===== src/logic/fb_pkg.sv =====
`default_nettype none

package fb_pkg;

  // Bus and pixel data types
  typedef logic [7:0]  byte_t;
  typedef logic [3:0]  pixel_t;
  typedef logic [8:0]  coord_t;

  // High byte is the row part, low byte the column part
  typedef logic [15:0] cursor_t;

  // Scratch RAM occupies 0x00 to 0x3F
  localparam int RAM_WORDS = 64;
  localparam int RAM_AW    = $clog2(RAM_WORDS);

  // Read-only status registers
  localparam byte_t REG_HPOS  = 8'h40;
  localparam byte_t REG_VPOS  = 8'h41;
  localparam byte_t REG_FLAGS = 8'h42;
  localparam byte_t REG_PIXEL = 8'h43;

  // VPU write registers
  localparam byte_t REG_CURSOR_HI   = 8'h44;
  localparam byte_t REG_CURSOR_LO   = 8'h45;
  localparam byte_t REG_PIXEL_WRITE = 8'h46;
  localparam byte_t REG_MOVE        = 8'h47;

  // Bit positions in the REG_FLAGS byte, upper bits read as zero
  localparam int FLAG_DISPLAY = 0;
  localparam int FLAG_HPADDLE = 1;
  localparam int FLAG_VPADDLE = 2;
  localparam int FLAG_HSYNC   = 3;
  localparam int FLAG_VSYNC   = 4;

endpackage

`default_nettype wire


===== src/logic/video_timing.sv =====
`timescale 1ns/1ps
`default_nettype none

module video_timing
  import fb_pkg::*;
#(
  parameter int H_ACTIVE     = 256,
  parameter int H_SYNC_START = 280,
  parameter int H_SYNC_END   = 304,
  parameter int H_TOTAL      = 320,
  parameter int V_ACTIVE     = 240,
  parameter int V_SYNC_START = 244,
  parameter int V_SYNC_END   = 247,
  parameter int V_TOTAL      = 262
) (
  input  wire logic   clk,
  input  wire logic   reset,
  output coord_t      hpos,
  output coord_t      vpos,
  output logic        hsync,
  output logic        vsync,
  output logic        display_on,
  output logic        vblank
);

  localparam coord_t H_LAST = coord_t'(H_TOTAL - 1);
  localparam coord_t V_LAST = coord_t'(V_TOTAL - 1);

  logic h_wrap;
  logic v_wrap;

  assign h_wrap = (hpos == H_LAST);
  assign v_wrap = (vpos == V_LAST);

  // Horizontal counter runs every cycle
  always_ff @(posedge clk) begin
    if (reset) begin
      hpos <= '0;
    end else if (h_wrap) begin
      hpos <= '0;
    end else begin
      hpos <= hpos + 1'b1;
    end
  end

  // Vertical counter steps once per line
  always_ff @(posedge clk) begin
    if (reset) begin
      vpos <= '0;
    end else if (h_wrap) begin
      if (v_wrap) begin
        vpos <= '0;
      end else begin
        vpos <= vpos + 1'b1;
      end
    end
  end

  assign hsync = (hpos >= coord_t'(H_SYNC_START)) && (hpos < coord_t'(H_SYNC_END));
  assign vsync = (vpos >= coord_t'(V_SYNC_START)) && (vpos < coord_t'(V_SYNC_END));

  assign display_on = (hpos < coord_t'(H_ACTIVE)) && (vpos < coord_t'(V_ACTIVE));
  assign vblank     = (vpos >= coord_t'(V_ACTIVE));

endmodule

`default_nettype wire


===== config.mk =====
export PLATFORM = sky130hd
export DESIGN_NAME = video_timing
export DESIGN_NICKNAME = d
export VERILOG_FILES = /design/src/logic/fb_pkg.sv /design/src/logic/video_timing.sv
export SDC_FILE = /design/constraint.sdc
export NUM_CORES = 1
export LEC_CHECK = 0
export ABC_CLOCK_PERIOD_IN_PS = 5150
export BUFFER_PORTS_ARGS = -buffer_cell sky130_fd_sc_hd__buf_4
export CORE_MARGIN = 2
export CORE_UTILIZATION = 35
export CTS_CLUSTER_DIAMETER = 120
export DETAILED_ROUTE_END_ITERATION = 10
export HOLD_SLACK_MARGIN = 0.02
export PLACE_DENSITY = 0.65
export SYNTH_ARGS = -nofsm -noshare
export SYNTH_HDL_FRONTEND = slang
export SYNTH_SLANG_ARGS = --single-unit

===== constraint.sdc =====
create_clock -name clk -period 5.15 [get_ports clk]
set_input_delay 0 -clock clk [delete_from_list [all_inputs] [get_ports clk]]
set_output_delay 0 -clock clk [all_outputs]
set_load 0.03 [all_outputs]

==> metrics.txt <==
outcome=finished clean; clk slew on worst S/H paths=120 ps; M2 GR Usage=25.04%; pwr/cell area=219.0 nW/um^2; commonest non-fill, non-tap cell in the layout=buf_4; TritonCTS buffer count=3; MaxCap Viol Count=0; Hold Crit Class=reg -> reg; CTS Hold Bufs=1; via count=920; routed len/inst=13.18 um; min Tclk post-route=2059 ps; Synth cell types=30; dominant delay contributor by cell family on the critical path=simple AND/OR/NAND/NOR gates; DR pass1 iterations=4; GR Util All Layers=15.13%; Post-synth top flop=dfxtp_1; Util after Layout=47.37%; setup TNS=0 ps; gr ovfl total=0; Critical Path RT=5400 ps; RSZ-0062 raised after global routing=no; # rows=18; Worst Setup Start Kind=flip-flop; most used routing layer=met2; share of cells above drive strength 1=22.46%; CTS sink count=18; filler instances=257; DIE HEIGHT=56.02 um; Critical Path AT=2310 ps; cells along the critical path=or3b_1 > or3_1 > or4b_1 > a21oi_1; Mapped Area=947.2 sq um; Antenna diodes=0; synthesis-stage register bit count=18; syn nets=120; syn avg cell area=8.382 sq um; Final Max Tran Viols=0; critical path class=reg -> reg; Synth Warn #=0; Synth area leaders=dfxtp_1 (38%), ha_1 (6.6%), nor3_1 (4.8%); CP max stage delay=540 ps; met1 Track Usage GR=18.93%; Lkg Pwr=0.4323 nW; final count of negative-setup-slack endpoints=0; sequential share of power=55.6%; clk_skew=10.70 ps; Core Area=2522 sq um; clock tree from TritonCTS=built; drt initial violations=34; combinational share of power=9.8%; Post-DRT Antenna Nets=0; top-area cell type share of the netlist area=38.04%; register area=360.3 sq um; first-pass GRT wire length=3.884 mm; vias per cell=5.476; FMAX=485.8 MHz; Final Hold Viols=0; part of the cycle the worst path needs=39.97%; post-synth top area cell=dfxtp_1; die width=56.02 um; vias in the first global route=858; DRC errors left=0; Max-Slew Margin vs Limit=75.96%; initial antenna violation count=0; number of synthesized flops with an enable pin=0; net switching power=66.49 uW; clock network power share=34.6%; area delta synth->final=26.16%; internal power=195.2 uW; worst-case clock buffer depth=2; largest net degree at the start of global routing=25; Setup Buffers After CTS=0; Max IR drop VDD=0.1849 mV; H-tree Lvls=1; IO Count=24; worst skew pair latency=300 ps; number of port buffers=23; most frequent cells in the layout=buf_4 (24), dfxtp_1 (18), nor3_1 (9), inv_1 (8); Post-Synthesis Cells=113; CP endpoint kind=flip-flop; sequential fraction of the synthesis area=38.04%; total wire length=2.215 mm; share of flip-flops with an asynchronous set or reset=0%; final net count=146; Multi-input gate area=540.5 sq um; CP max FO=9; Sw Ratio=25.41%; Worst Path Buf+Inv=0; Worst path slowest cell=or4b_1; gp weighted congestion=0.7809; Worst-Margin Slew=358.7 ps; DP HPWL=1.579 mm; clock root cell=clkbuf_4; post-CTS sizing=0; M3 GR Usage=5.349%; die area=3138 sq um; starting density of the core=37.55%
==> worst paths after layout <==
kind,to,slack (ps),cells after the start,from
setup / recovery,vpos[3],3090,4,hpos[8]
hold / removal,hpos[0],520,1,hpos[0]
setup reg to reg,vpos[3],3090,4,hpos[8]
hold reg to reg,hpos[0],520,1,hpos[0]
==> cells by family (layout without fill, tap and decap cells) <==
family / after synthesis / in the layout / synth area share (%)
xor gates and xnor gates: 6 / 6 / 5.548
and+or+nand+nor: 52 / 52 / 31.04
buffers and inverters: 12 / 37 / 4.887
adders and majority gates: 5 / 5 / 6.605
AOI/OAI and AO/OA: 19 / 19 / 12.68
muxes: 1 / 1 / 1.189
DFF: 18 / 18 / 38.05
==> registers in the layout (all words and copies together) (netlist names) <==
register  cells
hpos          9
vpos          9
==> layer usage <==
| layer | wire (um) | share of wire, % |
|---|---|---|
| met1 | 960 | 43 |
| met2 | 1062 | 48 |
| met3 | 177 | 8.0 |
| met4 | 14 | 0.63 |
| met5 | 0 | 0 |
==> metrics by stage <==
stage               setup WS (ps)  total power [mW]  cells  hold WS [ps]  cell area [sq um]
finish                       3091            0.2617    168         523.9               1195
global route                 2988            0.2733    168         566.2               1195
CTS                          3082            0.2646    168         526.3               1195
detailed placement           3112            0.1741    163         358.5               1149
global placement             3170            0.1737    163         341.9               1149
floorplan                    3027            0.1646    113         180.3              947.2
==> power groups by stage <==
| stage | Sequential, mW | Clock (mW) | Combinational, mW |
|---|---|---|---|
| 6_report | 0.145 | 0.0906 | 0.0256 |
| 5_1_grt | 0.146 | 0.0990 | 0.0281 |
| 4_1_cts | 0.146 | 0.0931 | 0.0260 |
| 3_5_place_dp | 0.149 | 0 | 0.0255 |
| 3_3_place_gp | 0.148 | 0 | 0.0253 |
| 2_1_floorplan | 0.153 | 0 | 0.0113 |
==> final cells by class <==
class,instances,area share [%]
clock buffers,4,3.037
well taps,30,3.141
inverters,8,2.513
multi-input cells,83,45.24
repair buffers,25,15.92
flip-flops and latches,18,30.16
==> cells in the mapped netlist (3+ instances only) <==
cell type,number
a21oi_1,7
ha_1,5
nor2b_1,4
nor2_1,6
xnor2_1,4
or3_1,5
nor3_1,9
inv_1,8
dfxtp_1,18
o32ai_1,4
nand2_1,7
nand3_1,6
clkbuf_1,3
o21ai_0,4
Note: power is estimated with default switching activity, not from simulation.
