File: src/logic/fb_pkg.sv
`default_nettype none

package fb_pkg;

  // Bus and pixel data types
  typedef logic [7:0]  byte_t;
  typedef logic [3:0]  pixel_t;
  typedef logic [8:0]  coord_t;

  // High byte is the row part, low byte the column part
  typedef logic [15:0] cursor_t;

  // Scratch RAM occupies 0x00 to 0x3F
  localparam int RAM_WORDS = 64;
  localparam int RAM_AW    = $clog2(RAM_WORDS);

  // Read-only status registers
  localparam byte_t REG_HPOS  = 8'h40;
  localparam byte_t REG_VPOS  = 8'h41;
  localparam byte_t REG_FLAGS = 8'h42;
  localparam byte_t REG_PIXEL = 8'h43;

  // VPU write registers
  localparam byte_t REG_CURSOR_HI   = 8'h44;
  localparam byte_t REG_CURSOR_LO   = 8'h45;
  localparam byte_t REG_PIXEL_WRITE = 8'h46;
  localparam byte_t REG_MOVE        = 8'h47;

  // Bit positions in the REG_FLAGS byte, upper bits read as zero
  localparam int FLAG_DISPLAY = 0;
  localparam int FLAG_HPADDLE = 1;
  localparam int FLAG_VPADDLE = 2;
  localparam int FLAG_HSYNC   = 3;
  localparam int FLAG_VSYNC   = 4;

endpackage

`default_nettype wire

File: src/logic/io_bus.sv
`timescale 1ns/1ps
`default_nettype none

module io_bus
  import fb_pkg::*;
(
  input  wire logic   clk,
  input  wire byte_t  address,
  input  wire byte_t  wdata,
  input  wire logic   write,
  output byte_t       rdata,
  input  wire coord_t hpos,
  input  wire coord_t vpos,
  input  wire logic   hsync,
  input  wire logic   vsync,
  input  wire logic   display_on,
  input  wire logic   hpaddle,
  input  wire logic   vpaddle,
  input  wire byte_t  pair_rdata,
  output logic        cursor_hi_load,
  output logic        cursor_lo_load,
  output logic        pair_write,
  output logic        cursor_move
);

  byte_t ram [RAM_WORDS];

  logic              ram_sel;
  logic              ram_write;
  logic [RAM_AW-1:0] ram_addr;
  byte_t             flags;

  assign ram_sel   = (address < byte_t'(RAM_WORDS));
  assign ram_addr  = address[RAM_AW-1:0];
  assign ram_write = write && ram_sel;

  // One strobe per VPU register, other addresses fall through
  assign cursor_hi_load = write && (address == REG_CURSOR_HI);
  assign cursor_lo_load = write && (address == REG_CURSOR_LO);
  assign pair_write     = write && (address == REG_PIXEL_WRITE);
  assign cursor_move    = write && (address == REG_MOVE);

  always_ff @(posedge clk) begin
    if (ram_write) begin
      ram[ram_addr] <= wdata;
    end
  end

  always_comb begin
    flags               = '0;
    flags[FLAG_DISPLAY] = display_on;
    flags[FLAG_HPADDLE] = hpaddle;
    flags[FLAG_VPADDLE] = vpaddle;
    flags[FLAG_HSYNC]   = hsync;
    flags[FLAG_VSYNC]   = vsync;
  end

  // Read mux, unmapped addresses give zero
  always_comb begin
    if (ram_sel) begin
      rdata = ram[ram_addr];
    end else begin
      case (address)
        REG_HPOS:  rdata = hpos[7:0];
        REG_VPOS:  rdata = vpos[7:0];
        REG_FLAGS: rdata = flags;
        REG_PIXEL: rdata = pair_rdata;
        default:   rdata = '0;
      endcase
    end
  end

endmodule

`default_nettype wire

File: config.mk
export PLATFORM = sky130hd
export DESIGN_NAME = io_bus
export DESIGN_NICKNAME = d
export VERILOG_FILES = /design/src/logic/fb_pkg.sv /design/src/logic/io_bus.sv
export SDC_FILE = /design/constraint.sdc
export NUM_CORES = 1
export LEC_CHECK = 0
export BUFFER_PORTS_ARGS = -buffer_cell sky130_fd_sc_hd__buf_2
export CORE_MARGIN = 2
export CORE_UTILIZATION = 40
export CTS_CLUSTER_DIAMETER = 200
export DETAILED_ROUTE_END_ITERATION = 16
export HOLD_SLACK_MARGIN = 0.02
export SETUP_SLACK_MARGIN = 0.15
export SLEW_MARGIN = 10
export SYNTH_ARGS = -nofsm -noshare
export SYNTH_HDL_FRONTEND = slang
export SYNTH_SLANG_ARGS = --single-unit
File: constraint.sdc
create_clock -name clk -period 3.51 [get_ports clk]
set_clock_uncertainty 0.1 [all_clocks]
set_input_delay 0.5265 -clock clk [delete_from_list [all_inputs] [get_ports clk]]
set_output_delay 0.5265 -clock clk [all_outputs]
set_load 0.02 [all_outputs]
==> impl_results.md <==
* Setup CP Type: reg2out
* RSZ-0062 raised after global routing: yes
* Port bufs at 58
* GRT overflow at 0
* Core Region at approximately 50000 sq um
* Seq. cell area at 15400 sq um
* Final TNS setup at 0 ns
* CTS Buffer Depth at 3
* Static Leak at 7.84 nW
* Yosys warns at 0
* CTS buffer count at between 40 and 50
* Hold Crit Class: in2reg
* Dpl ws at approximately 0.038 ns
* Clk sinks at 512
* Actual slew at the worst max-slew pin at ~1.2 ns
* Final Slew Violations at 0
* Final setup fails at 0
* Antenna Cells at 0
* Die area at 52600 sq um
* Most common cell after layout, fill and taps aside: edfxtp_1
* Post-synth EDFFs at between 500 and 600
* Fmax at 301 MHz
* Die X at between 200 and 250 um
* CTS root buf: clkbuf_16
* WL per Instance at 25.7 um
* Worst Setup Start Kind: register
* Share of cells above drive strength 1 at a little under two fifths
* Avg Inst Size Synth at between 20 and 25 sq um
* RePlAce Congestion at 0.796
* Final ANT Viol Nets at 0
* Crit-path slowest cell: mux4_2
* Synth Flop Type: edfxtp_1
* Hold_buf cts at 0
* DRC at 0
* Max reg flops at about 510
* Largest net degree at the start of global routing at 65
* Flops & latches, synth at slightly above 500
* Average via count per standard cell at 5.47
* Dpl cells at 1756
* DR vias at approximately 10000
* Critical Path AT at 2.70 ns
* Area Growth Syn to Fin at 18.3%
* DP HPWL at 30.7 mm
* Total routed wirelength at about 48 mm
* Pwr Density at 520 nW/um^2
* Gr usage total at between 10% and 20%
* Multi-input logic area at ~4700 sq um
* CTS tree: yes
* Seq/Total Area, Yosys at 75.6%
* Layout Cells excl Fill at ~1800
* Nets at roughly 1200
* Starting density of the core at 40.5%
* Crit path capture type: primary output
* H-tree levels at 2
* Final Util at 47.9%
* Global-route wire length before repair at ~69 mm
* Reg clk slew, reported paths at ~0.06 ns
* Power Total at approximately 13 mW
* Max_slew headroom at 18.0%
* Row count at a little over 80
* Synth unique cells at 38
* Syn Inst Count at between 900 and 1000
* Commonest cells after routing, fill and taps aside: edfxtp_1, mux4_2, buf_4
* Biggest regs: ram: 512 flops
* Peak VDD IR at 0.361 mV
* Worst EP required at ~2.9 ns
* Fraction of registers with async set/reset at 0%
* Fin. Hold Viols at 0
* Vias in the first global route at 10200
* Pre-antenna DRT Iters at 5
* Area of the mapped netlist at around 20000 sq um
* Largest Register: ram
* Die span in y at around 230 um
* Crit path cell chain: mux4_2 > mux4_2 > o211ai_1 > nand3_1 > buf_2
* Antenna violations before repair at 2
* Most common cell on crit path: mux4_2
* Filler Cells Inserted at 4099
* Outcome: completed
* Crit-path max FO at 1
* Max incr delay on CP at about 0.53 ns
* Max cap viols at 0
* DR iter-0 viols at roughly 970
* Syn nets at 978
* Final worst slack at around 0.18 ns
* Worst Setup SP: ram[7][0]
* Crit path time final at around 3.3 ns
* Worst setup path endpoint: rdata[0]
* Final period util at 94.8%
* Ports at between 60 and 70
## worst min path at each step
| stage | startpoint | to | slack (ns) | cells after the start |
|---|---|---|---|---|
| floorplan | wdata[0] | ram[0][0] | 0.53 | 0 |
| global route | wdata[7] | ram[33][7] | 0.41 | 1 |
| global placement | wdata[4] | ram[24][4] | 1.02 | 1 |
| CTS | wdata[4] | ram[48][4] | 0.41 | 1 |
| detailed placement | wdata[4] | ram[16][4] | 1.04 | 1 |
| finish | wdata[7] | ram[37][7] | 0.39 | 1 |
## cell usage after synthesis, types with 2 or more instances
| cell type | instances | share of area, % |
|---|---|---|
| a21oi_1 | 7 | 0.17 |
| a22o_1 | 2 | 0.086 |
| a22oi_1 | 12 | 0.44 |
| a311oi_1 | 2 | 0.086 |
| and2_1 | 2 | 0.062 |
| and3_1 | 3 | 0.092 |
| buf_1 | 4 | 0.074 |
| buf_2 | 25 | 0.62 |
| buf_4 | 7 | 0.26 |
| buf_6 | 8 | 0.44 |
| clkbuf_1 | 6 | 0.11 |
| edfxtp_1 | 512 | 76 |
| mux2_2 | 9 | 0.50 |
| mux2i_1 | 22 | 1.1 |
| mux4_1 | 9 | 1.2 |
| mux4_2 | 138 | 15 |
| nand2_1 | 25 | 0.46 |
| nand2b_1 | 4 | 0.12 |
| nand3_1 | 6 | 0.15 |
| nand3b_1 | 3 | 0.11 |
| nor2_1 | 74 | 1.4 |
| nor2b_1 | 6 | 0.18 |
| nor3_1 | 7 | 0.17 |
| nor3b_1 | 4 | 0.15 |
| o211ai_1 | 8 | 0.30 |
| o21ai_0 | 4 | 0.099 |
| o22ai_1 | 3 | 0.092 |
| o31ai_1 | 3 | 0.11 |
| or3_1 | 5 | 0.15 |
## logic make-up (layout without fill, tap and decap cells)
| kind of cell | after synthesis | after routing | synth area share, % |
|---|---|---|---|
| compound gates | 46 | 46 | 1.60 |
| mux | 178 | 178 | 18.0 |
| simple gates | 141 | 141 | 3.10 |
| flops | 512 | 512 | 75.6 |
| buf+inv | 52 | 300 | 1.62 |
## worst max-delay path, delay by kind of cell (launching register included)
kind	cells	cell delay, ns
multiplexers	2	1.00
flip-flops	1	0.36
AO/OA/AOI/OAI	1	0.33
AND/OR/NAND/NOR	1	0.21
buffers and inverters	1	0.21
## through the flow
step / area, sq um / hold WS [ns]
floorplan: 20300 / 0.525
global placement: 22400 / 1.02
detailed placement: 22400 / 1.04
CTS: 23900 / 0.413
global route: 24100 / 0.407
finish: 24100 / 0.394
## cell type report
cell class / count / share of cell area (%)
flip-flops and latches: 512 / 63.9
multi-input cells: 365 / 19.4
repair buffers: 213 / 6.91
clock buffers: 58 / 5.24
well taps: 672 / 3.50
clock inverters: 28 / 1.07
inverters: 1 / 0.0156
## layer usage
metal	routed length [um]	global-route usage [%]
met1	21500	27.4
met2	22200	28.0
met3	2980	2.61
met4	913	4.87
met5	0	0
## where the power goes
group	leakage, nW	internal [mW]	switching, mW
combinational	2.50	0.312	0.411
clock	0.736	2.85	2.19
sequential	4.60	6.74	0.00261
total	7.84	9.90	2.61
## repair_timing
item,CTS,global route
cloned,0,1
buffers inserted,0,5
gates resized for setup,5,13
endpoints found under the setup margin,7,8
pin swaps,0,1
Power figures use the tool's default switching activity.
