### config.mk
export PLATFORM = sky130hd
export DESIGN_NAME = vpu_cursor
export DESIGN_NICKNAME = d
export VERILOG_FILES = /design/src/logic/fb_pkg.sv /design/src/logic/vpu_cursor.sv
export SDC_FILE = /design/constraint.sdc
export NUM_CORES = 1
export LEC_CHECK = 0
export ABC_AREA = 0
export CAP_MARGIN = 20
export CORE_MARGIN = 2
export CORE_UTILIZATION = 45
export CTS_CLUSTER_DIAMETER = 30
export DETAILED_ROUTE_END_ITERATION = 8
export DONT_BUFFER_PORTS = 1
export PLACE_DENSITY = 0.72
export SLEW_MARGIN = 20
export SYNTH_ARGS = -nofsm -noshare
export SYNTH_HDL_FRONTEND = slang
export SYNTH_SLANG_ARGS = --single-unit
### constraint.sdc
create_clock -name clk -period 4 [get_ports clk]
set_clock_uncertainty 0.05 [all_clocks]
set_input_delay 0.6 -clock clk [delete_from_list [all_inputs] [get_ports clk]]
set_output_delay 0.6 -clock clk [all_outputs]
set_load 0.02 [all_outputs]
### src/logic/fb_pkg.sv
`default_nettype none

package fb_pkg;

  // Bus and pixel data types
  typedef logic [7:0]  byte_t;
  typedef logic [3:0]  pixel_t;
  typedef logic [8:0]  coord_t;

  // High byte is the row part, low byte the column part
  typedef logic [15:0] cursor_t;

  // Scratch RAM occupies 0x00 to 0x3F
  localparam int RAM_WORDS = 64;
  localparam int RAM_AW    = $clog2(RAM_WORDS);

  // Read-only status registers
  localparam byte_t REG_HPOS  = 8'h40;
  localparam byte_t REG_VPOS  = 8'h41;
  localparam byte_t REG_FLAGS = 8'h42;
  localparam byte_t REG_PIXEL = 8'h43;

  // VPU write registers
  localparam byte_t REG_CURSOR_HI   = 8'h44;
  localparam byte_t REG_CURSOR_LO   = 8'h45;
  localparam byte_t REG_PIXEL_WRITE = 8'h46;
  localparam byte_t REG_MOVE        = 8'h47;

  // Bit positions in the REG_FLAGS byte, upper bits read as zero
  localparam int FLAG_DISPLAY = 0;
  localparam int FLAG_HPADDLE = 1;
  localparam int FLAG_VPADDLE = 2;
  localparam int FLAG_HSYNC   = 3;
  localparam int FLAG_VSYNC   = 4;

endpackage

`default_nettype wire

### src/logic/vpu_cursor.sv
`timescale 1ns/1ps
`default_nettype none

module vpu_cursor
  import fb_pkg::*;
(
  input  wire logic  clk,
  input  wire logic  reset,
  input  wire byte_t wdata,
  input  wire logic  cursor_hi_load,
  input  wire logic  cursor_lo_load,
  input  wire logic  pair_write,
  input  wire logic  cursor_move,
  output cursor_t    cursor,
  output logic       pixel_we,
  output byte_t      pixel_pair
);

  byte_t step_hi;
  byte_t step_lo;
  byte_t moved_hi;
  byte_t moved_lo;

  // Signed nibble steps, one per cursor byte
  assign step_hi = {{4{wdata[7]}}, wdata[7:4]};
  assign step_lo = {{4{wdata[3]}}, wdata[3:0]};

  // Each byte wraps on its own
  assign moved_hi = cursor[15:8] + step_hi;
  assign moved_lo = cursor[7:0] + step_lo;

  always_ff @(posedge clk) begin
    if (reset) begin
      cursor <= '0;
    end else if (cursor_hi_load) begin
      cursor[15:8] <= wdata;
    end else if (cursor_lo_load) begin
      cursor[7:0] <= wdata;
    end else if (pair_write) begin
      cursor <= cursor + 16'd2;
    end else if (cursor_move) begin
      cursor <= {moved_hi, moved_lo};
    end
  end

  // Pair is written at the old cursor in the strobe cycle
  assign pixel_we   = pair_write;
  assign pixel_pair = wdata;

endmodule

`default_nettype wire

==> results of run 1 <==
[final cells by class]
cell class / count / area (um2) / share of cell area [%]
Multi-Input combinational cell: 196 / 1330 / 73.3
Sequential cell: 16 / 320 / 17.6
Inverter: 13 / 48.8 / 2.68
Tap cell: 50 / 62.6 / 3.44
Clock buffer: 4 / 55.1 / 3.02
[per-layer routing]
metal,part of all wire (%),GRT usage (%),wire length (um)
met5,0,0,0
met4,0.59,4.75,27
met3,7.7,5.36,353
met2,45,33.8,2070
met1,47,30.2,2160
[per-stage QoR]
step	cells	utilization, %
after floorplan	244	-
after global placement	275	44.1
after detailed placement	275	44.1
after CTS	279	45.5
after global routing	279	45.5
final	279	45.5
[logic make-up after synthesis]
family / Yosys count
and+or+nand+nor: 90
AOI/OAI and AO/OA: 71
buffers and inverters: 32
adders and majority gates: 17
xor gates and xnor gates: 16
DFF: 16
muxes: 2
[power by group]
part	switching (mW)	internal, mW
clock network	0.0644	0.0875
registers	0.0446	0.173
logic	0.0799	0.0725
[critical path, stage by stage, from the launching register on]
cell and delay (ns):
dfxtp_1 0.64, ha_1 0.33, a21oi_1 0.18, nor2_1 0.10
or4_1 0.50, a31oi_1 0.23, mux2i_1 0.20, o211ai_1 0.10
[worst paths after layout]
| path | cells past startpoint | endpoint | start |
|---|---|---|---|
| setup / recovery | 7 | cursor[15]$_SDFFE_PP0P_ | cursor[9]$_SDFFE_PP0P_ |
| hold / removal | 1 | cursor[12]$_SDFFE_PP0P_ | reset |
| hold reg to reg | 2 | cursor[2]$_SDFFE_PP0P_ | cursor[2]$_SDFFE_PP0P_ |
| setup reg to reg | 7 | cursor[15]$_SDFFE_PP0P_ | cursor[9]$_SDFFE_PP0P_ |
[placed cells by master (no fill, tap or decap), types with 5 or more instances in the layout]
| cell | n |
|---|---|
| a211oi_1 | 5 |
| a21oi_1 | 21 |
| dfxtp_1 | 16 |
| ha_1 | 15 |
| inv_1 | 11 |
| nand2_1 | 20 |
| nand2b_1 | 5 |
| nor2_1 | 25 |
| nor3_1 | 10 |
| o21ai_0 | 6 |
| o21ai_1 | 6 |
| xnor2_1 | 11 |
| xor2_1 | 5 |
==> results.toml, run 1 <==
[detailed_routing]
vias = 1684
wl_per_cell_um = 16.5
viasPerCell = 6.04
drc = 0
initialDrtViolationCount = 141
postRouteWirelength_mm = 4.61
drt-pass1-iter-count = 4
drtAntennaViolNets = 0

[synth]
synth_seq_cells = 16
synthSimpleGateAreaFrac_pct = 25.2
synth_area_per_cell_um2 = 7.69
synth_mux_area_share_pct = 1.07
synthTopCellsByArea = "dfxtp_1 17%, ha_1 10%, a21oi_1 5.6%"
synth_compound_area_share_pct = 25.3
ys_seq_area_share_pct = 17.1
yosys.area.top_type_share_pct = 17.1
synth_common_cells = "25 x nor2_1, 21 x a21oi_1, 20 x nand2_1"
synthCells = 244
synth_top_cell_by_area = "dfxtp_1"
yosys_warnings = 0
mappedNetlistNets = 275
synth.most_common_cell = "nor2_1"
syn_area_mm2 = 0.00188
async_flop_share_pct = 0
synth_edf_count = 0
ys_types = 59
synth_top_family_by_area = "compound AO/OA/AOI/OAI gates"
synth-xor-area-share_pct = 7.47
ys.flop_type = "dfxtp_1"
synthAdderAreaFrac_pct = 12.1

[global_route]
grt.overflow.total = 0
antenna_found_initial = 0
grt_pass1_vias = 1598
grt_max_degree = 26
grt_first_pass_wirelength_mm = 7.69
grt.total_usage_pct = 21.7

[placed_design]
gp_congestion = 0.848
place_area_mm2 = 0.00177
place_ws_ns = 1.54
hpwl_mm = 3.48
io_buffers = 0

[floorplanning]
die-area_mm2 = 0.00470
num_rows = 23
start_util_pct = 46.9
io_pins = 39
dieWidth_um = 68.6
die_h_um = 68.6
fp.coreArea_mm2 = 0.00400

[setup_path]
rrSetupSlack_ns = 1.55
critPathCaptureType = "register"
critical_path_peak_fanout = 10
crit_required_ns = 4.09
path_class = "reg -> reg"
crit_arrival_ns = 2.54
cp-start-kind = "register"

[clock_tree]
ctsHoldBuffers = 0
htree_num_levels = 1
cts_max_path_buffers = 2
cts.sinks = 16
clock_latency_ns = 0.26
clock_tree.root_cell = "clkbuf_8"
post_cts_buffers = 0
tritoncts = "yes"
cts_resized = 0
clkTransAtPathRegs_ns = 0.07
cts_made_buffers = 3

[power]
peakVddDrop_mv = 0.177
p_leak_nw = 0.681
power_density_mw_per_mm2 = 287
total_power_uw = 522

[layout]
area_growth_pct = -2.94
drive_gt1_share_pct = 7.42
fillCellCount = 414
largest_register_ffs = 16
top_regs = "cursor: 16 flops"
regMostFlops = "cursor"
num_antenna_cells = 0
num-nets-final = 261
postLayoutCellArea_mm2 = 0.00182

[sta]
period_minus_slack_ns = 2.45
worst_pin_slew_ns = 0.537
report.final.slew_viol_count = 0
fin_ws_ns = 1.55
hold_viol = 0
min_period_over_period_pct = 61.3
final.setup.tns_ns = 0
maxSlewHeadroom_pct = 64.2
grt_setup_unrepaired = "no"
fmax_mhz = 408
hold_ws_ns = 0.361
setup_viol = 0

[run]
maxCapViolCount = 0

[worst_hold_path]
hold_class = "in -> reg"

[status]
status = "completed"
No activity file was read; power rests on OpenSTA's default activity.
==> run 2: changes to the inputs <==
--- a/config.mk
+++ b/config.mk
@@ -12,7 +12,7 @@
 export CTS_CLUSTER_DIAMETER = 30
 export DETAILED_ROUTE_END_ITERATION = 8
 export DONT_BUFFER_PORTS = 1
-export PLACE_DENSITY = 0.72
+export PLACE_DENSITY = 0.74
 export SLEW_MARGIN = 20
 export SYNTH_ARGS = -nofsm -noshare
 export SYNTH_HDL_FRONTEND = slang
==> constraint.sdc (replaced) <==
create_clock -name clk -period 2.18 [get_ports clk]
set_clock_uncertainty 0.05 [all_clocks]
set_input_delay 0.327 -clock clk [delete_from_list [all_inputs] [get_ports clk]]
set_output_delay 0.327 -clock clk [all_outputs]
set_load 0.02 [all_outputs]
==> run 2 against run 1 <==
  * Cell area up 8.7%
  * First-iteration DRC count down 11%
  * Clock-buffer cell count down 1
  * Largest cell class unchanged
==> results.toml, run 2 (same netlist as run 1, synthesis figures left out) <==
[status]
status = "completed"

[floorplanning]
die-area_mm2 = 0.00470
fp.coreArea_mm2 = 0.00400
die_h_um = 68.6
dieWidth_um = 68.6
num_rows = 23
start_util_pct = 46.9
io_pins = 39

[clock_tree]
cts.sinks = 16
cts_max_path_buffers = 2
clkTransAtPathRegs_ns = 0.07
htree_num_levels = 1
clock_latency_ns = 0.26
cts_made_buffers = 3
cts_resized = 0
post_cts_buffers = 0
tritoncts = "yes"
clock_tree.root_cell = "clkbuf_8"
ctsHoldBuffers = 0

[global_route]
gr-usage-met2_pct = 35.9
grt_pass1_vias = 1762
grt-busiest-layer = "met2"
grt.total_usage_pct = 23.1
gr-usage-met3_pct = 6.49
grt_max_degree = 26
antenna_found_initial = 0
grt_util_met1_pct = 31.0
grt_first_pass_wirelength_mm = 8.16
grt.overflow.total = 0

[worst_hold_path]
min-delay-start = "reset"
holdPathStages = 1
min_to = "cursor[2]$_SDFFE_PP0P_"
hold_class = "in -> reg"

[detailed_routing]
drt-pass1-iter-count = 4
vias = 1795
postRouteWirelength_mm = 4.86
wl_per_cell_um = 16.4
viasPerCell = 6.06
drc = 0
drtAntennaViolNets = 0
initialDrtViolationCount = 126

[setup_path]
r2r_cells = 7
cp-start-kind = "register"
critPathCaptureType = "register"
critical_path_peak_fanout = 4
rrSetupSlack_ns = 0.14
r2r_end = "cursor[15]$_SDFFE_PP0P_"
crit_required_ns = 2.27
reg2reg_from = "cursor[9]$_SDFFE_PP0P_"
crit_arrival_ns = 2.13
path_class = "reg -> reg"

[power]
p_int_uw = 615
p_leak_nw = 0.776
peakVddDrop_mv = 0.369
pwr-share-comb_pct = 40.6
seqPwrFrac_pct = 35.2
power_density_mw_per_mm2 = 491
p_sw_uw = 356
switching_share_pct = 36.7
clkPwrFrac_pct = 24.2

[sta]
grt_setup_unrepaired = "no"
final.setup.tns_ns = 0
min_period_over_period_pct = 93.8
maxSlewHeadroom_pct = 64.5
period_minus_slack_ns = 2.04
report.final.slew_viol_count = 0
hold_viol = 0
setup_viol = 0
worst_pin_slew_ns = 0.533
fmax_mhz = 489

[layout]
num_antenna_cells = 0
regMostFlops = "cursor"
drive_gt1_share_pct = 16.7
final_common_cell = "nor2_1"
final_cell_mix = "25 x nor2_1, 20 x nand2_1, 19 x a21oi_1"
largest_register_ffs = 16
postLayoutCellArea_mm2 = 0.00198
area_growth_pct = 5.54
num-nets-final = 279
top_regs = "cursor: 16 flops"

[run]
maxCapViolCount = 0

[placed_design]
io_buffers = 0
gp_congestion = 0.850
place_area_mm2 = 0.00190
hpwl_mm = 3.64
## run 2: cell types whose count changed in the layout (fill, tap and decap cells not counted), sizes merged
cell	before	now
buf	0	18
clkbuf	4	3
## run 2: power groups by stage
stage / clock, mW / sequential [mW] / combinational, mW
finish: 0.235 / 0.342 / 0.395
global route: 0.249 / 0.346 / 0.442
CTS: 0.243 / 0.341 / 0.384
detailed placement: 0 / 0.347 / 0.381
global placement: 0 / 0.346 / 0.376
floorplan: 0 / 0.386 / 0.292
## run 2: how the worst max path moves through the flow
stage                                  startpoint                       to  slack [ns]  cells after the start
after floorplan           cursor[11]$_SDFFE_PP0P_  cursor[15]$_SDFFE_PP0P_        0.03                      7
after global placement                   wdata[5]  cursor[15]$_SDFFE_PP0P_        0.14                      7
after detailed placement                 wdata[5]  cursor[15]$_SDFFE_PP0P_        0.08                      7
after CTS                  cursor[9]$_SDFFE_PP0P_  cursor[15]$_SDFFE_PP0P_        0.07                      7
after global routing       cursor[8]$_SDFFE_PP0P_  cursor[14]$_SDFFE_PP0P_       0.002                      9
final                      cursor[9]$_SDFFE_PP0P_  cursor[15]$_SDFFE_PP0P_        0.14                      7
## run 2: per-stage QoR
stage	worst slack [ns]	utilization [%]	hold WS [ns]	power, mW	std cells
global route	0.00158	49.5	0.0718	1.04	296
global placement	0.141	47.5	0.350	0.722	293
finish	0.136	49.5	0.0780	0.972	296
CTS	0.0741	48.5	0.0750	0.967	296
detailed placement	0.0810	47.5	0.351	0.728	293
floorplan	0.0262	-	0.410	0.677	244
## run 2: critical path, cell delays in order (launching register included)
cell and delay [ns]:
dfxtp_2 0.33, ha_1 0.28, a21oi_2 0.15, nor2_1 0.09, or4_1 0.53, a31oi_2 0.20
mux2i_1 0.20, o211ai_1 0.10
## run 2: layout make-up
type	instances	area, um2
Fill cell	409	2020
Multi-Input combinational cell	196	1370
Sequential cell	16	322
Tap cell	50	62.6
Timing Repair Buffer	18	135
Inverter	13	48.8
Clock buffer	3	41.3
## run 2: layer usage
metal | routed length [um] | share of wire [%] | vias up
li1 | - | - | 884
met1 | 2090 | 43 | 834
met2 | 2220 | 46 | 73
met3 | 513 | 11 | 4
met4 | 31 | 0.64 | 0
met5 | 0 | 0 | -
