==> src/logic/fb_pkg.sv <==
`default_nettype none

package fb_pkg;

  // Bus and pixel data types
  typedef logic [7:0]  byte_t;
  typedef logic [3:0]  pixel_t;
  typedef logic [8:0]  coord_t;

  // High byte is the row part, low byte the column part
  typedef logic [15:0] cursor_t;

  // Scratch RAM occupies 0x00 to 0x3F
  localparam int RAM_WORDS = 64;
  localparam int RAM_AW    = $clog2(RAM_WORDS);

  // Read-only status registers
  localparam byte_t REG_HPOS  = 8'h40;
  localparam byte_t REG_VPOS  = 8'h41;
  localparam byte_t REG_FLAGS = 8'h42;
  localparam byte_t REG_PIXEL = 8'h43;

  // VPU write registers
  localparam byte_t REG_CURSOR_HI   = 8'h44;
  localparam byte_t REG_CURSOR_LO   = 8'h45;
  localparam byte_t REG_PIXEL_WRITE = 8'h46;
  localparam byte_t REG_MOVE        = 8'h47;

  // Bit positions in the REG_FLAGS byte, upper bits read as zero
  localparam int FLAG_DISPLAY = 0;
  localparam int FLAG_HPADDLE = 1;
  localparam int FLAG_VPADDLE = 2;
  localparam int FLAG_HSYNC   = 3;
  localparam int FLAG_VSYNC   = 4;

endpackage

`default_nettype wire

==> src/logic/scanout.sv <==
`timescale 1ns/1ps
`default_nettype none

module scanout
  import fb_pkg::*;
(
  input  wire logic   clk,
  input  wire logic   reset,
  input  wire logic   display_on,
  input  wire logic   vblank,
  output cursor_t     scan_addr,
  input  wire pixel_t scan_pixel,
  output pixel_t      rgb
);

  cursor_t read_ptr;

  assign scan_addr = read_ptr;

  always_ff @(posedge clk) begin
    if (reset) begin
      read_ptr <= '0;
      rgb      <= '0;
    end else if (display_on) begin
      rgb      <= scan_pixel;
      read_ptr <= read_ptr + 1'b1;
    end else begin
      // Black outside the active area
      rgb <= '0;
      if (vblank) begin
        read_ptr <= '0;
      end
    end
  end

endmodule

`default_nettype wire

==> config.mk <==
export PLATFORM = sky130hd
export DESIGN_NAME = scanout
export DESIGN_NICKNAME = d
export VERILOG_FILES = /design/src/logic/fb_pkg.sv /design/src/logic/scanout.sv
export SDC_FILE = /design/constraint.sdc
export NUM_CORES = 1
export LEC_CHECK = 0
export CORE_MARGIN = 1.5
export CORE_UTILIZATION = 40
export CTS_CLUSTER_SIZE = 25
export DETAILED_ROUTE_END_ITERATION = 6
export DONT_BUFFER_PORTS = 1
export GPL_TIMING_DRIVEN = 0
export PLACE_DENSITY = 0.56
export SLEW_MARGIN = 20
export SYNTH_ARGS = -nofsm -noshare
export SYNTH_HDL_FRONTEND = slang
export SYNTH_SLANG_ARGS = --single-unit
export TNS_END_PERCENT = 5
==> constraint.sdc <==
create_clock -name clk -period 2.4 [get_ports clk]
set_input_delay 0.36 -clock clk [delete_from_list [all_inputs] [get_ports clk]]
set_output_delay 0.36 -clock clk [all_outputs]
set_load 0.01 [all_outputs]
==> results.toml, run 1 <==
[timing]
fmax_ghz = 0.677
final.min_clock_period_ps = 1480
worst_pin_slew_ps = 531
maxSlewViolCount = 0
hold_viol = 0
rsz0062_at_grt = "no"
slew_headroom_pct = 64.6
setup-tns-final_ps = 0
finalCritPeriodShare_pct = 61.6
finalSetupViolCount = 0
finClkSkew_ps = 5.14
fin_hold_ws_ps = 162

[critical_path]
start_kind = "flip-flop"
cp-end-kind = "flip-flop"
critPathKind = "flip-flop to flip-flop"
arrival_ps = 1730
critical_path.max_fanout = 9
required_ps = 2650

[placed_design]
port_buffers = 0
place_area_mm2 = 0.00101
gp_congestion = 0.757
hpwl_mm = 1.40
placed_cells = 131

[grt]
grt_start_max_net_pins = 13
grt_overflow = 0
grtUsageTotal_pct = 15.7
grt_pass1_wl_mm = 3.18
antenna_found_initial = 0
grt_pass1_vias = 648

[clock_network]
clk_pin_slew_ps = 120
cts_buffer_depth = 2
cts_setup_buffers = 0
root_buffer = "clkbuf_4"
cts_sinks = 20
numCtsBuffers = 3
worst_skew_pair.late_latency_ps = 310
cts_tree = "yes"
hold_buffers = 0
h-tree-depth = 1
cts-resized-gates = 0

[floorplan]
dieArea_mm2 = 0.00274
design.core.area_mm2 = 0.00225
dieHeight_um = 52.4
ios = 28
row_count = 17
start_util_pct = 43.2
die_w_um = 52.4

[cells_and_area]
fin_nets = 117
drive_gt1_share_pct = 17.8
fin_cells = 135
diodes = 0
final_util_pct = 47.1
stdcell_area_mm2 = 0.00106
area_growth_pct = 8.99

[route]
wirelength_mm = 1.94
dr.pass1.iters = 4
ant_nets = 0
vias = 761
wl_per_cell_um = 14.4
drt_iter0_drc = 17
drcViolationCount = 0
drt-vias-per-instance = 5.64

[yosys]
synth_top_cell_area_share_pct = 41.1
synth_fp_nets = 112
synth_area_per_cell_um2 = 9.46
synth.cell_area_um2 = 975
synthCells = 103
synth_seq_area_share_pct = 41.1
synth_area_leaders = "dfxtp_1 41%, and2_1 4.5%, nand2_1 4.2%"
yosysUniqueCellTypes = 38
synth.yosys.warnings = 0
post-synth-top-area-cell = "dfxtp_1"
synth-async-reset-ratio_pct = 0
synth-main-ff-cell = "dfxtp_1"
synth-seq-cells = 20
synth_edf_count = 0

[flow_run]
max_cap_violations = 0

[power_and_ir_drop]
powerDensity_mw_per_mm2 = 614
peakVddDrop_v = 0.000243
pwr-share-seq_pct = 52.7
p_int_mw = 0.516
combPwrFrac_pct = 4.4
leakage_nw = 0.368
power_switching_mw = 0.136
p_sw_share_pct = 20.9
p_clk_share_pct = 42.9

[outcome]
status = "complete, no violations"

[worst_hold_path]
hp-class = "input port to flip-flop"
[stage by stage]
| step | power [mW] | setup slack, ps |
|---|---|---|
| 3_5_place_dp | 0.380 | 910 |
| 2_1_floorplan | 0.373 | 1080 |
| 6_report | 0.652 | 922 |
| 5_1_grt | 0.679 | 792 |
| 4_1_cts | 0.658 | 904 |
| 3_3_place_gp | 0.379 | 903 |
[layout by cell type (no fill, tap or decap), drive strengths merged]
master and instances:
nor3 3, a41oi 2, mux2 2, dfxtp 20, inv 3, mux2i 3
o41ai 4, and2 7, bufinv 1, buf 2, nor2 6, ha 1
nor3b 2, nand3 5, and4 1, or3b 1, nor4 1, xor2 1
a211oi 1, o21ai 2, nor2b 3, nand4 4, nand2 11, and3 1
or2 2, clkbuf 5, a31oi 2, nand2b 1, a21oi 5, a221oi 1
o211ai 4
[power by group through the flow]
stage          registers [mW]  clock network (mW)  logic [mW]
2_1_floorplan           0.350                   0      0.0227
3_3_place_gp            0.351                   0      0.0285
3_5_place_dp            0.351                   0      0.0287
4_1_cts                 0.343               0.286      0.0289
5_1_grt                 0.345               0.302      0.0326
6_report                0.343               0.280      0.0288
[sequential cells by signal, indices dropped and copies added (netlist names)]
name       cells
scan_addr     16
rgb            4
[area by class of cell]
cell class	instances	area, um2
buffer	4	20.0
sequential	20	400
clock inverter	1	30.0
multi-input combinational	76	543
fill	237	1190
tap	28	35.0
inverter	3	11.3
clock buffer	3	22.5
[critical path, stage by stage (launching register included)]
cell and delay, ps:
dfxtp_1 550, nand3_2 180, nor3_4 270, mux2_1 340, nor2_1 80
[path summary, 6_finish.rpt]
path	from	endpoint	slack (ps)	cells after the start
max	scan_addr[2]	scan_addr[7]	920	4
max reg2reg	scan_addr[2]	scan_addr[7]	920	4
min reg2reg	scan_addr[15]	scan_addr[15]	530	2
min	scan_pixel[3]	rgb[3]	160	1
[per-layer routing]
layer  track usage (%)  part of all wire (%)  vias to the layer above
li1                  -                     -                      387
met1              21.0                    47                      345
met2              22.7                    44                       25
met3              4.57                   7.2                        4
met4              7.69                   1.8                        0
met5                 0                     0                        -
[cell families after synthesis]
kind of cell / Yosys count / synth area share (%)
AND/OR/NAND/NOR: 48 / 32.7
adder cells (fa/ha/maj): 1 / 1.28
XOR/XNOR: 1 / 0.899
AO/OA/AOI/OAI: 21 / 15.0
flip-flops: 20 / 41.1
buffers and inverters: 7 / 3.21
multiplexers: 5 / 5.78
[synthesized netlist by cell type, types with 3 or more instances]
master and instances:
and2_1 7, nand2_1 11, a21oi_1 5, nor2b_1 3, inv_1 3, nand3_1 3
o41ai_1 4, dfxtp_1 20, o211ai_1 4, nor2_1 5, mux2i_1 3
(Power assumes the default switching activity.)
==> run 2, diff against run 1 <==
Settings changed: PLACE_DENSITY 0.56 to 0.58.
Clock period 2.4 ns to 1.3 ns, I/O delays scaled along.
==> results.toml, run 2 (same netlist as run 1, synthesis figures left out) <==
[timing]
finClkSkew_ps = 0.901
fin_hold_ws_ps = 11.9
setup-tns-final_ps = -0.413
fmax_ghz = 0.769
setup_ws_ps = -0.413
finalSetupViolCount = 1
rsz0062_at_grt = "yes"
worst_pin_slew_ps = 472
hold_viol = 0
maxSlewViolCount = 0
finalCritPeriodShare_pct = 100
slew_headroom_pct = 68.6
final.min_clock_period_ps = 1300

[grt]
grt_pass1_vias = 669
grt_pass1_wl_mm = 3.06
antenna_found_initial = 0
grt_overflow = 0
grtUsageTotal_pct = 15.3
grt_start_max_net_pins = 11

[cells_and_area]
fin_nets = 118
fin_cells = 135
diodes = 0
drive_gt1_share_pct = 29.0
mostFrequentLayoutCells = "10 x nand2_1, 10 x dfxtp_4, 9 x dfxtp_1"
area_growth_pct = 12.5
largest_register_ffs = 16

[power_and_ir_drop]
combPwrFrac_pct = 5.9
pwr-share-seq_pct = 64.3
total_power_mw = 0.961
p_clk_share_pct = 29.8
p_sw_share_pct = 23.5
powerDensity_mw_per_mm2 = 877
peakVddDrop_v = 0.000686
power_switching_mw = 0.226
leakage_nw = 0.365
p_int_mw = 0.735

[floorplan]
design.core.area_mm2 = 0.00225
die_w_um = 52.4
start_util_pct = 43.2
dieHeight_um = 52.4
dieArea_mm2 = 0.00274
ios = 28
row_count = 17

[route]
dr.pass1.iters = 4
vias = 772
wl_per_cell_um = 14.1
drt_iter0_drc = 6
drcViolationCount = 0
drt-vias-per-instance = 5.72
wirelength_mm = 1.90
ant_nets = 0

[placed_design]
hpwl_mm = 1.38
dp_worst_setup_slack_ps = -141
placed_cells = 131
gp_congestion = 0.813
port_buffers = 0

[clock_network]
root_buffer = "clkbuf_4"
h-tree-depth = 1
cts_tree = "yes"
worst_skew_pair.late_latency_ps = 300
clk_pin_slew_ps = 100
numCtsBuffers = 3
cts_sinks = 20
cts_buffer_depth = 2

[critical_path]
critical_path.max_fanout = 6
start_kind = "flip-flop"
arrival_ps = 1540
cp-end-kind = "flip-flop"
required_ps = 1540
critPathKind = "flip-flop to flip-flop"

[outcome]
violations = "setup timing"
status = "complete, but fails checks"

[flow_run]
max_cap_violations = 0

[worst_hold_path]
hp-class = "input port to flip-flop"
[run 2: layout make-up]
| class | count | area [um2] |
|---|---|---|
| sequential | 20 | 439 |
| inverter | 3 | 11.3 |
| clock buffer | 3 | 22.5 |
| multi-input combinational | 76 | 558 |
| timing repair buffer | 1 | 10.0 |
| buffer | 4 | 20.0 |
| tap | 28 | 35.0 |
| fill | 241 | 1160 |
[run 2: per-layer routing]
layer	track usage [%]	share of wire (%)	up-vias
met4	5.13	1.2	0
met1	18.8	47	362
met5	0	0	-
met3	7.71	5.6	4
met2	22.9	46	17
li1	-	-	389
[run 2: worst max-delay path: stages (launching register included)]
cell and delay, ps:
dfxtp_4 400, and4_4 260, nand4_1 170, nor3b_2 220, mux2i_1 190
[run 2: final timing paths]
path                       from             to  slack, ps  cells after the start
setup / recovery   scan_addr[8]  scan_addr[15]       -0.4                      4
hold / removal    scan_pixel[2]         rgb[2]         10                      1
setup reg to reg   scan_addr[8]  scan_addr[15]       -0.4                      4
hold reg to reg   scan_addr[10]  scan_addr[10]        490                      1
[run 2: repair_timing]
item,4_1_cts,5_1_grt
setup endpoints to repair,10,9
pin swaps,0,2
hold buffers,0,1
endpoints found under the hold margin,0,1
gates resized for setup,16,6
setup buffers,0,0
[run 2: power groups by stage]
stage	sequential (mW)	clock, mW	combinational, mW
after CTS	0.622	0.293	0.0536
after global placement	0.648	0	0.0528
after floorplan	0.646	0	0.0422
after global routing	0.619	0.327	0.0651
final	0.617	0.286	0.0572
after detailed placement	0.648	0	0.0533
[run 2: metrics by stage]
| step | cell area, um2 | util [%] |
|---|---|---|
| final | 1100 | 48.6 |
| after global routing | 1100 | 48.6 |
| after CTS | 1060 | 47.2 |
| after detailed placement | 1010 | 45.0 |
| after global placement | 1010 | 45.0 |
| after floorplan | 978 | - |
==> run 3, diff against run 2 <==
Settings changed: SKIP_CTS_REPAIR_TIMING from default to 1.
==> results.toml, run 3 (same netlist as run 1, synthesis figures left out) <==
[critical_path]
start_kind = "flip-flop"
arrival_ps = 1530
reg2reg_from = "scan_addr[8]"
cp-end-kind = "flip-flop"
critPathLaunch = "scan_addr[8]"
critical_path.max_fanout = 6
required_ps = 1530
critPathKind = "flip-flop to flip-flop"

[outcome]
status = "complete, no violations"

[placed_design]
placed_cells = 131
gp_congestion = 0.813
port_buffers = 0
hpwl_mm = 1.38
dp_worst_setup_slack_ps = -141

[grt]
grt_pass1_wl_mm = 2.99
grt_overflow = 0
grt_start_max_net_pins = 11
antenna_found_initial = 0
grtUsageTotal_pct = 15.0
grt_pass1_vias = 644

[power_and_ir_drop]
powerDensity_mw_per_mm2 = 862
leakage_nw = 0.369
peakVddDrop_v = 0.000679
total_power_mw = 0.955

[clock_network]
root_buffer = "clkbuf_4"
numCtsBuffers = 3
worst_skew_pair.late_latency_ps = 290
cts_tree = "yes"
cts_sinks = 20
clk_pin_slew_ps = 100
cts_buffer_depth = 2
h-tree-depth = 1

[timing]
finalCritPeriodShare_pct = 99.9
hold_viol = 0
rsz0062_at_grt = "yes"
fin_hold_ws_ps = 14.0
setup_ws_ps = 1.48
worst_pin_slew_ps = 475
maxSlewViolCount = 0
fmax_ghz = 0.770
finClkSkew_ps = 2.28
final.min_clock_period_ps = 1300
slew_headroom_pct = 68.3
finalSetupViolCount = 0

[flow_run]
max_cap_violations = 0

[cells_and_area]
mostFrequentLayoutCells = "11 x nand2_1, 11 x dfxtp_4, 9 x dfxtp_1"
fin_nets = 119
drive_gt1_share_pct = 28.7
final_util_pct = 49.2
fin_cells = 136
nFillCells = 237
largest_register_ffs = 16
area_growth_pct = 13.7
diodes = 0

[route]
dr.pass1.iters = 4
vias = 768
drt_iter0_drc = 7
wirelength_mm = 1.94
drcViolationCount = 0
wl_per_cell_um = 14.3
drt-vias-per-instance = 5.65
ant_nets = 0

[floorplan]
design.core.area_mm2 = 0.00225
ios = 28
row_count = 17
dieHeight_um = 52.4
die_w_um = 52.4
start_util_pct = 43.2
dieArea_mm2 = 0.00274

[worst_hold_path]
hp-class = "input port to flip-flop"
min_from = "scan_pixel[2]"
-- run 3: cell types whose count changed in the layout (fill, tap and decap cells not counted), sizes merged --
cell	before	now
clkbuf	5	6
-- run 3: power by group --
part	switching, mW	total, mW	leakage (nW)	internal, mW
Combinational	0.0344	0.0575	0.185	0.0230
Clock	0.175	0.283	0.0138	0.108
Sequential	0.0136	0.615	0.171	0.601
-- run 3: critical path: stages, from the launching register on --
cell     delay, ps
dfxtp_4        400
and4_4         260
nand4_1        170
nor3b_2        220
mux2i_1        190
-- run 3: metal layers --
| metal | GRT usage [%] | up-vias | share of wire, % |
|---|---|---|---|
| met5 | 0 | - | 0 |
| met4 | 5.13 | 0 | 0.87 |
| met3 | 7.71 | 2 | 6.0 |
| met2 | 22.1 | 19 | 46 |
| met1 | 18.7 | 357 | 47 |
| li1 | - | 390 | - |
-- run 3: worst paths after layout --
path | cells after the start | slack (ps) | endpoint
worst max-delay path | 4 | 1 | scan_addr[15]
worst max register to register | 4 | 1 | scan_addr[15]
worst min-delay path | 1 | 10 | rgb[2]
worst min register to register | 1 | 490 | scan_addr[10]
-- run 3: through the flow --
stage | instance area (um2) | setup TNS, ps
after floorplan | 978 | -5.92
after global placement | 1010 | -694
after detailed placement | 1010 | -854
after CTS | 1040 | -1080
after global routing | 1110 | -149
final | 1110 | 0
-- run 3: cell type report --
type / instances / area [um2] / area share (%)
tap: 28 / 35.0 / 3.16
inverter: 3 / 11.3 / 1.02
sequential: 20 / 442 / 39.8
buffer: 4 / 20.0 / 1.81
timing repair buffer: 2 / 15.0 / 1.35
clock buffer: 3 / 22.5 / 2.03
multi-input combinational: 76 / 563 / 50.8
